File: src/logic/qdr_cal_config.svh
`ifndef QDR_CAL_CONFIG_SVH
`define QDR_CAL_CONFIG_SVH

// OPB window of the register slave, 16 words
`define QDR_BASEADDR      32'h8000_0000
`define QDR_HIGHADDR      32'h8000_003F

`define QDR_LANES         4
`define QDR_MAX_TAPS      15

// Calibration timing in OPB_Clk cycles
`define QDR_RESET_CYCLES  32
`define QDR_SETTLE_CYCLES 4
`define QDR_ALIGN_WINDOW  8   // Clean samples before training
`define QDR_TRAIN_CYCLES  16

`define QDR_TIMER_WIDTH   6

`endif
File: src/logic/qdr_cal_pkg.sv
`include "qdr_cal_config.svh"

package qdr_cal_pkg;

  // Sequencer state, 4 bits wide to fill its probe field
  typedef enum logic [3:0] {
    ST_IDLE   = 4'd0,
    ST_RESET  = 4'd1,
    ST_ALIGN  = 4'd2,
    ST_SETTLE = 4'd3,
    ST_TRAIN  = 4'd4,
    ST_DONE   = 4'd5,
    ST_FAIL   = 4'd6
  } cal_state_t;

  // Word index inside the register window
  typedef enum logic [3:0] {
    REG_RESET  = 4'd0,
    REG_STATUS = 4'd1,
    REG_SM_PRB = 4'd2,
    REG_SM_ERR = 4'd3
  } reg_index_t;

  typedef logic [`QDR_LANES-1:0] lane_t;  // One sample across all lanes
  typedef logic [3:0]            tap_t;
  typedef logic [3:0]            train_idx_t;

endpackage

File: src/logic/cal_probe_if.sv
`timescale 1ns/1ns

// Status from the sequencer to the register slave
interface cal_probe_if;
  import qdr_cal_pkg::*;

  cal_state_t state;
  tap_t       taps;
  train_idx_t train_index;
  lane_t      train_err;
  logic       cal_fail;
  logic       phy_rdy;

  modport source (
    output state, taps, train_index, train_err, cal_fail, phy_rdy
  );

  modport sink (
    input state, taps, train_index, train_err, cal_fail, phy_rdy
  );

endinterface

File: src/logic/qdr_cal_top.sv
`timescale 1ns/1ns

`include "qdr_cal_config.svh"

module qdr_cal_top (
  input  logic               OPB_Clk,
  input  logic               rst_n,
  input  logic [0:31]        opb_abus,
  input  logic [0:3]         opb_be,
  input  logic [0:31]        opb_dbus,
  input  logic               opb_rnw,
  input  logic               opb_select,
  input  qdr_cal_pkg::lane_t q_data,
  output logic [0:31]        sl_dbus,
  output logic               sl_xfer_ack,
  output logic               qdr_reset,
  output logic               dly_inc
);
  import qdr_cal_pkg::*;

  logic                        start;
  logic                        active;
  lane_t                       err_acc;
  logic                        clear;
  logic                        train_en;
  logic                        timer_load;
  logic [`QDR_TIMER_WIDTH-1:0] timer_value;
  logic                        timer_done;

  cal_probe_if probe_bus ();

  opb_cal_regs u_regs (
    .OPB_Clk     (OPB_Clk),
    .rst_n       (rst_n),
    .opb_abus    (opb_abus),
    .opb_be      (opb_be),
    .opb_dbus    (opb_dbus),
    .opb_rnw     (opb_rnw),
    .opb_select  (opb_select),
    .sl_dbus     (sl_dbus),
    .sl_xfer_ack (sl_xfer_ack),
    .start       (start),
    .probe       (probe_bus.sink)
  );

  cal_sequencer u_seq (
    .OPB_Clk     (OPB_Clk),
    .rst_n       (rst_n),
    .start       (start),
    .active      (active),
    .err_acc     (err_acc),
    .timer_done  (timer_done),
    .timer_load  (timer_load),
    .timer_value (timer_value),
    .clear       (clear),
    .train_en    (train_en),
    .qdr_reset   (qdr_reset),
    .dly_inc     (dly_inc),
    .probe       (probe_bus.source)
  );

  cal_timer u_timer (
    .OPB_Clk    (OPB_Clk),
    .rst_n      (rst_n),
    .load       (timer_load),
    .load_value (timer_value),
    .done       (timer_done)
  );

  // Only the accumulated errors reach the sequencer
  lane_checker u_checker (
    .OPB_Clk  (OPB_Clk),
    .rst_n    (rst_n),
    .q_data   (q_data),
    .clear    (clear),
    .train_en (train_en),
    .active   (active),
    .rot_err  (),
    .err_acc  (err_acc)
  );

endmodule

File: src/logic/lane_checker.sv
`timescale 1ns/1ns

module lane_checker (
  input  logic               OPB_Clk,
  input  logic               rst_n,
  input  qdr_cal_pkg::lane_t q_data,
  input  logic               clear,
  input  logic               train_en,
  output logic               active,
  output qdr_cal_pkg::lane_t rot_err,
  output qdr_cal_pkg::lane_t err_acc
);
  import qdr_cal_pkg::*;

  lane_t cur;
  lane_t prev;
  lane_t prev_rot;

  always_ff @(posedge OPB_Clk) begin
    cur  <= q_data;
    prev <= cur;
  end

  // Walking ones move up one lane per cycle
  assign prev_rot = {prev[$bits(lane_t)-2:0], prev[$bits(lane_t)-1]};
  assign rot_err  = cur ^ prev_rot;
  assign active   = (cur != '0);

  always_ff @(posedge OPB_Clk or negedge rst_n) begin
    if (!rst_n) begin
      err_acc <= '0;
    end else if (clear) begin
      err_acc <= '0;
    end else if (train_en) begin
      err_acc <= err_acc | rot_err;  // Sticky per lane
    end
  end

endmodule

File: src/logic/cal_sequencer.sv
`timescale 1ns/1ns

`include "qdr_cal_config.svh"

module cal_sequencer (
  input  logic                        OPB_Clk,
  input  logic                        rst_n,
  input  logic                        start,
  input  logic                        active,
  input  qdr_cal_pkg::lane_t          err_acc,
  input  logic                        timer_done,
  output logic                        timer_load,
  output logic [`QDR_TIMER_WIDTH-1:0] timer_value,
  output logic                        clear,
  output logic                        train_en,
  output logic                        qdr_reset,
  output logic                        dly_inc,
  cal_probe_if.source                 probe
);
  import qdr_cal_pkg::*;

  localparam int WIN_W = $clog2(`QDR_ALIGN_WINDOW);
  localparam logic [`QDR_TIMER_WIDTH-1:0] RESET_LOAD  = `QDR_TIMER_WIDTH'(`QDR_RESET_CYCLES - 1);
  localparam logic [`QDR_TIMER_WIDTH-1:0] SETTLE_LOAD = `QDR_TIMER_WIDTH'(`QDR_SETTLE_CYCLES - 1);
  localparam logic [`QDR_TIMER_WIDTH-1:0] TRAIN_LOAD  = `QDR_TIMER_WIDTH'(`QDR_TRAIN_CYCLES - 1);

  cal_state_t       state;
  tap_t             taps;
  logic [WIN_W-1:0] align_cnt;
  train_idx_t       train_idx;
  logic             window_full;
  logic             taps_max;

  assign window_full = (align_cnt == WIN_W'(`QDR_ALIGN_WINDOW - 1));
  assign taps_max    = (taps == tap_t'(`QDR_MAX_TAPS));

  // Timer loads happen on the cycle a timed state is entered
  always_comb begin
    timer_load  = 1'b0;
    timer_value = '0;
    clear       = 1'b0;
    case (state)
      ST_IDLE, ST_DONE, ST_FAIL: begin
        if (start) begin
          timer_load  = 1'b1;
          timer_value = RESET_LOAD;
          clear       = 1'b1;  // Drop errors of the last run
        end
      end
      ST_ALIGN: begin
        if (active && window_full) begin
          timer_load  = 1'b1;
          timer_value = TRAIN_LOAD;
        end else if (!active && !taps_max) begin
          timer_load  = 1'b1;
          timer_value = SETTLE_LOAD;
        end
      end
      default: ;
    endcase
  end

  always_ff @(posedge OPB_Clk or negedge rst_n) begin
    if (!rst_n) begin
      state     <= ST_IDLE;
      taps      <= '0;
      align_cnt <= '0;
      train_idx <= '0;
      dly_inc   <= 1'b0;
    end else begin
      dly_inc <= 1'b0;
      case (state)
        ST_IDLE, ST_DONE, ST_FAIL: begin
          if (start) begin
            state <= ST_RESET;
            taps  <= '0;
          end
        end
        ST_RESET: begin
          if (timer_done) begin
            state     <= ST_ALIGN;
            align_cnt <= '0;
          end
        end
        ST_ALIGN: begin
          if (active) begin
            if (window_full) begin
              state     <= ST_TRAIN;
              train_idx <= '0;
            end else begin
              align_cnt <= align_cnt + 1'b1;
            end
          end else if (!taps_max) begin
            taps    <= taps + 1'b1;  // Step the delay line one tap
            dly_inc <= 1'b1;
            state   <= ST_SETTLE;
          end else begin
            state <= ST_FAIL;        // Out of taps with dead lanes
          end
        end
        ST_SETTLE: begin
          if (timer_done) begin
            state     <= ST_ALIGN;
            align_cnt <= '0;
          end
        end
        ST_TRAIN: begin
          train_idx <= train_idx + 1'b1;
          if (timer_done) begin
            state <= (err_acc == '0) ? ST_DONE : ST_FAIL;
          end
        end
        default: state <= ST_IDLE;
      endcase
    end
  end

  assign train_en  = (state == ST_TRAIN);
  assign qdr_reset = (state == ST_RESET);

  assign probe.state       = state;
  assign probe.taps        = taps;
  assign probe.train_index = train_idx;
  assign probe.train_err   = err_acc;
  assign probe.phy_rdy     = (state == ST_DONE);
  assign probe.cal_fail    = (state == ST_FAIL);

endmodule

File: src/logic/cal_timer.sv
`timescale 1ns/1ns

`include "qdr_cal_config.svh"

// Down-counter shared by all timed phases of calibration
module cal_timer (
  input  logic                        OPB_Clk,
  input  logic                        rst_n,
  input  logic                        load,
  input  logic [`QDR_TIMER_WIDTH-1:0] load_value,
  output logic                        done
);

  logic [`QDR_TIMER_WIDTH-1:0] count;

  always_ff @(posedge OPB_Clk or negedge rst_n) begin
    if (!rst_n) begin
      count <= '0;
    end else if (load) begin
      count <= load_value;
    end else if (count != '0) begin
      count <= count - 1'b1;
    end
  end

  // A phase loaded with N runs N+1 cycles
  assign done = (count == '0) && !load;

endmodule

File: src/logic/opb_cal_regs.sv
`timescale 1ns/1ns

`include "qdr_cal_config.svh"

module opb_cal_regs (
  input  logic        OPB_Clk,
  input  logic        rst_n,
  input  logic [0:31] opb_abus,
  input  logic [0:3]  opb_be,
  input  logic [0:31] opb_dbus,
  input  logic        opb_rnw,
  input  logic        opb_select,
  output logic [0:31] sl_dbus,
  output logic        sl_xfer_ack,
  output logic        start,
  cal_probe_if.sink   probe
);
  import qdr_cal_pkg::*;

  logic [31:0] offset;
  logic        in_window;
  reg_index_t  index;
  reg_index_t  index_q;     // Word index of the access being acknowledged
  logic        start_q;

  // Byte offset from the base, then word addressing
  assign offset    = opb_abus - `QDR_BASEADDR;
  assign index     = reg_index_t'(offset[5:2]);
  assign in_window = opb_select &&
                     (opb_abus >= `QDR_BASEADDR) && (opb_abus <= `QDR_HIGHADDR);

  always_ff @(posedge OPB_Clk or negedge rst_n) begin
    if (!rst_n) begin
      sl_xfer_ack <= 1'b0;
      start_q     <= 1'b0;
    end else begin
      // Never two acknowledges back to back
      sl_xfer_ack <= in_window && !sl_xfer_ack;
      start_q     <= in_window && !sl_xfer_ack && !opb_rnw &&
                     opb_be[3] && opb_dbus[31] && (index == REG_RESET);
    end
  end

  always_ff @(posedge OPB_Clk) begin
    if (in_window && !sl_xfer_ack) begin
      index_q <= index;
    end
  end

  assign start = start_q;  // Lines up with the acknowledge cycle

  // Read data straight from the live probes, bit 31 is the LSB
  always_comb begin
    sl_dbus = '0;
    if (sl_xfer_ack) begin
      case (index_q)
        REG_STATUS: begin
          sl_dbus = {16'b0, 7'b0, probe.cal_fail, 7'b0, probe.phy_rdy};
        end
        REG_SM_PRB: begin
          sl_dbus = {8'hFF, 12'b0, probe.state, probe.taps, probe.train_index};
        end
        REG_SM_ERR: begin
          sl_dbus = {8'hFF, 20'b0, probe.train_err};
        end
        default: begin
          sl_dbus = '0;  // RESET is write only
        end
      endcase
    end
  end

endmodule

File: config.mk
export PLATFORM = sky130hd
export DESIGN_NAME = qdr_cal_top
export DESIGN_NICKNAME = d
export VERILOG_FILES = /design/src/logic/qdr_cal_pkg.sv /design/src/logic/cal_probe_if.sv /design/src/logic/qdr_cal_top.sv /design/src/logic/lane_checker.sv /design/src/logic/cal_sequencer.sv /design/src/logic/cal_timer.sv /design/src/logic/opb_cal_regs.sv
export VERILOG_INCLUDE_DIRS = /design/src /design/src/logic
export SDC_FILE = /design/constraint.sdc
export NUM_CORES = 1
export LEC_CHECK = 0
export ABC_AREA = 1
export BUFFER_PORTS_ARGS = -buffer_cell sky130_fd_sc_hd__buf_2
export CORE_ASPECT_RATIO = 0.75
export CORE_MARGIN = 1
export CORE_UTILIZATION = 49
export DETAILED_ROUTE_END_ITERATION = 10
export PLACE_DENSITY = 0.94
export SLEW_MARGIN = 20
export SYNTH_ARGS = -nofsm -noshare
export SYNTH_HDL_FRONTEND = slang
export SYNTH_SLANG_ARGS = --single-unit
File: constraint.sdc
create_clock -name OPB_Clk -period 2.18 [get_ports OPB_Clk]
set_input_delay 0.218 -clock OPB_Clk [delete_from_list [all_inputs] [get_ports OPB_Clk]]
set_output_delay 0.218 -clock OPB_Clk [all_outputs]
set_load 0.01 [all_outputs]
==> metrics <==
status=finished, final reports clean; GRT overflow=0; Syn. warnings=0; filler instances=about 390; Worst Setup Path Type=register to output port; Cell Chain, Critical Path=nor2_1 -> nand2_1 -> nor2_2 -> nand2_1 -> nor2_1 -> buf_2; final net count=404; CTS tree=done; CTS max path bufs=2; Net Sw Frac=0.2082; clock sink count=39; global placement routability congestion=roughly 0.8; endpoints failing hold=0; Syn Std Cell Area=~0.0022 sq mm; Setup TNS Final=0 ps; fmax=~520 MHz; Root Driver=clkbuf_8; post-synth cell types=33; antenna violations before repair=0; Synth Instances=~260; P&R area growth vs syn=18.60%; die height=between 50 and 60 microns; Worst Tran Pin Value=approximately 620 ps; Die Wd=roughly 79 microns; global-route usage over all layers=0.2095; Detailed Route WL=between 4000 and 5000 microns; leak pwr=about 1.4 nW; clk_lat worst skew=about 300 ps; vias in the first global route=between 1,500 and 2,000; antenna viol nets, final=0; Setup WS post-layout=between 200 and 300 ps; minimum clock period=~1900 ps; row cnt=20; PortBufs=61; ANT cells=0; Avg WL per Cell=between 10 and 15 microns; core box area=slightly above 0.004 sq mm; cell-internal power=between 0.001 and 0.0015 W; PwrDens=558.6 mW/mm^2; Critical Path RT=between 1500 and 2000 ps; Clock power frac=0.430; pin count of the biggest net entering global routing=28; Startpoint Class=register; crit-path leading delay family=simple AND/OR/NAND/NOR gates; register area share after synthesis=0.4398; final number of setup-violating endpoints=0; Hold/Removal Path Class=input pin to register; sequential share of power=0.517; share of cells above drive strength 1=0.2654; Crit-path slowest cell=edfxtp_1; Syn Area/Cell=slightly above 8 sq um; DRT iter0 DRCs=73; num ports=roughly 110; #FFs+latches synth=39; DRC viols=0; Detailed Place HPWL=roughly 3500 microns; starting density of the core=0.5232; Rel. slew slack=0.5894; Vias=1,874; drt pass-1 iters=4; Post-CTS Setup Bufs=0; CTS clk-pin slew, worst paths=70 ps; H-tree depth=2; Slowest Stage Delay on Critical Path=approximately 370 ps; Final period util=0.8777; worst vdd ir=0.3948 mV; nature of the critical path endpoint=output port; CTS buffer count=5; Vias/cell=~5; first-pass GRT wire length=approximately 7300 microns; Net Switching=approximately 0.00030 W; logic gate share of total power=0.052; crit path DAT=about 1700 ps; max_cap viols=0; Die ar.=roughly 0.0047 sq mm; crit path buf inv count=1; unrepaired setup endpoints after global routing=false; Final Max Tran Viols=0; maximum fanout along the worst path=9; pre-CTS setup slack=467.5 ps; Worst Skew=between 2 and 2.5 ps
what timing repair did:
item	in CTS	in global routing
hold endpoints to repair	27	0
hold buffers	1	0
endpoints found under the setup margin	0	6
resized for setup	0	1
sequential cells by signal (all words and copies together), names as in the netlist, 3 cells and up:
signal,flops
u_checker.cur,4
u_checker.err_acc,4
u_checker.prev,4
u_regs.index_q,4
u_seq.align_cnt,3
u_seq.probe.state,3
u_seq.probe.taps,4
u_seq.probe.train_index,4
u_timer.count,6
final timing paths:
path / slack, ps / from / depth (start not counted) / to
max in group asynchronous: 1320 / rst_n / 2 / u_seq.probe.state[0]
hold / removal: 20 / q_data[3] / 1 / u_checker.cur[3]
setup reg to reg: 560 / u_seq.align_cnt[0] / 10 / u_seq.probe.state[0]
hold reg to reg: 380 / u_checker.cur[1] / 0 / u_checker.prev[1]
min in group asynchronous: 460 / rst_n / 2 / u_seq.probe.taps[3]
setup / recovery: 270 / u_regs.index_q[3] / 6 / sl_dbus[26]
final cells by class:
class | instances | area, sq um | share of cell area
flip-flops and latches | 39 | 955.9 | 0.3709
multi-input cells | 171 | 949.7 | 0.3684
repair buffers | 62 | 315.3 | 0.1223
inverters | 44 | 165.2 | 0.06408
clock buffers | 8 | 122.6 | 0.04757
well taps | 55 | 68.82 | 0.02670
layer usage:
layer | global-route usage | wire length (microns) | vias to the layer above
met5 | 0 | 0 | -
met4 | 0.09351 | 70 | 0
met3 | 0.04733 | 239 | 8
met2 | 0.3615 | 2081 | 66
met1 | 0.2556 | 2017 | 861
li1 | - | - | 939
kinds of logic (layout without fill, tap and decap cells):
group                      after synthesis  after routing  synth area share
DFF                                     39             39            0.4398
AOI/OAI and AO/OA                       30             30           0.08751
and+or+nand+nor                        113            113            0.2568
xor gates and xnor gates                10             10           0.04030
buffers and inverters                   64            114            0.1451
adders and majority gates                5              5           0.02879
other                                    1             13          0.001725
power groups by stage:
stage          logic [W]  clock network (W)  registers, W
2_1_floorplan  0.0000436                  0      0.000759
5_1_grt        0.0000855           0.000662      0.000746
4_1_cts        0.0000759           0.000635      0.000745
6_report       0.0000752           0.000620      0.000745
3_3_place_gp   0.0000720                  0      0.000760
3_5_place_dp   0.0000744                  0      0.000760
cell usage in the layout (no fill, tap or decap), types with 3 or more instances in the layout:
master    netlist  final
a21oi_1         6      6
a31oi_1         3      3
buf_2           0     61
clkbuf_8        0      5
conb_1          1     13
dfrtp_1        27     27
dfxtp_1         8      8
edfxtp_1        4      4
ha_1            5      5
inv_1          42     42
nand2_1        43     43
nand2_2         3      3
nand2_4         3      3
nand3_1        15     15
nand3_2         3      3
nand4_1         3      3
nor2_1         26     25
nor3_1          4      4
nor4_1          9      9
o21ai_0        11     11
o22ai_1         4      4
xnor2_1         4      4
xor2_1          6      6
synth_stat cells (all sizes together):
library cell  count  share of area
o2111ai           1         0.0040
or2               1         0.0029
edfxtp            4          0.055
ha                5          0.029
o32a              1         0.0046
a21boi            2          0.012
nand3            19          0.056
buf              20          0.069
nand2            49          0.098
o21ai            12          0.029
dfxtp             8          0.074
dfrtp            27           0.31
xnor2             4          0.016
nor3              5          0.017
xor2              6          0.024
a31oi             3         0.0086
o22ai             4          0.012
nor2             27          0.048
inv              44          0.076
a22oi             1         0.0035
a21oi             6          0.014
nor4              9          0.026
conb              1         0.0017
nand4             3         0.0086
worst register-to-register path, delay by kind of cell (launching register included):
kind / cells / cell delay (ps)
adder cells (fa/ha/maj): 2 / 430
buffers and inverters: 1 / 100
flip-flops: 1 / 400
AND/OR/NAND/NOR: 7 / 600
through the flow:
stage               power [W]  utilization  cells  instance area, sq um  hold slack (ps)
floorplan           0.0008025            -    274                  2218           -77.59
global placement    0.0008316       0.5880    370                  2442            251.2
detailed placement  0.0008345       0.5880    370                  2442            263.1
CTS                  0.001456       0.6199    379                  2575            5.057
global route         0.001493       0.6205    379                  2577            12.74
finish               0.001440       0.6205    379                  2577            15.71
Note: power is estimated with default switching activity, not from simulation.
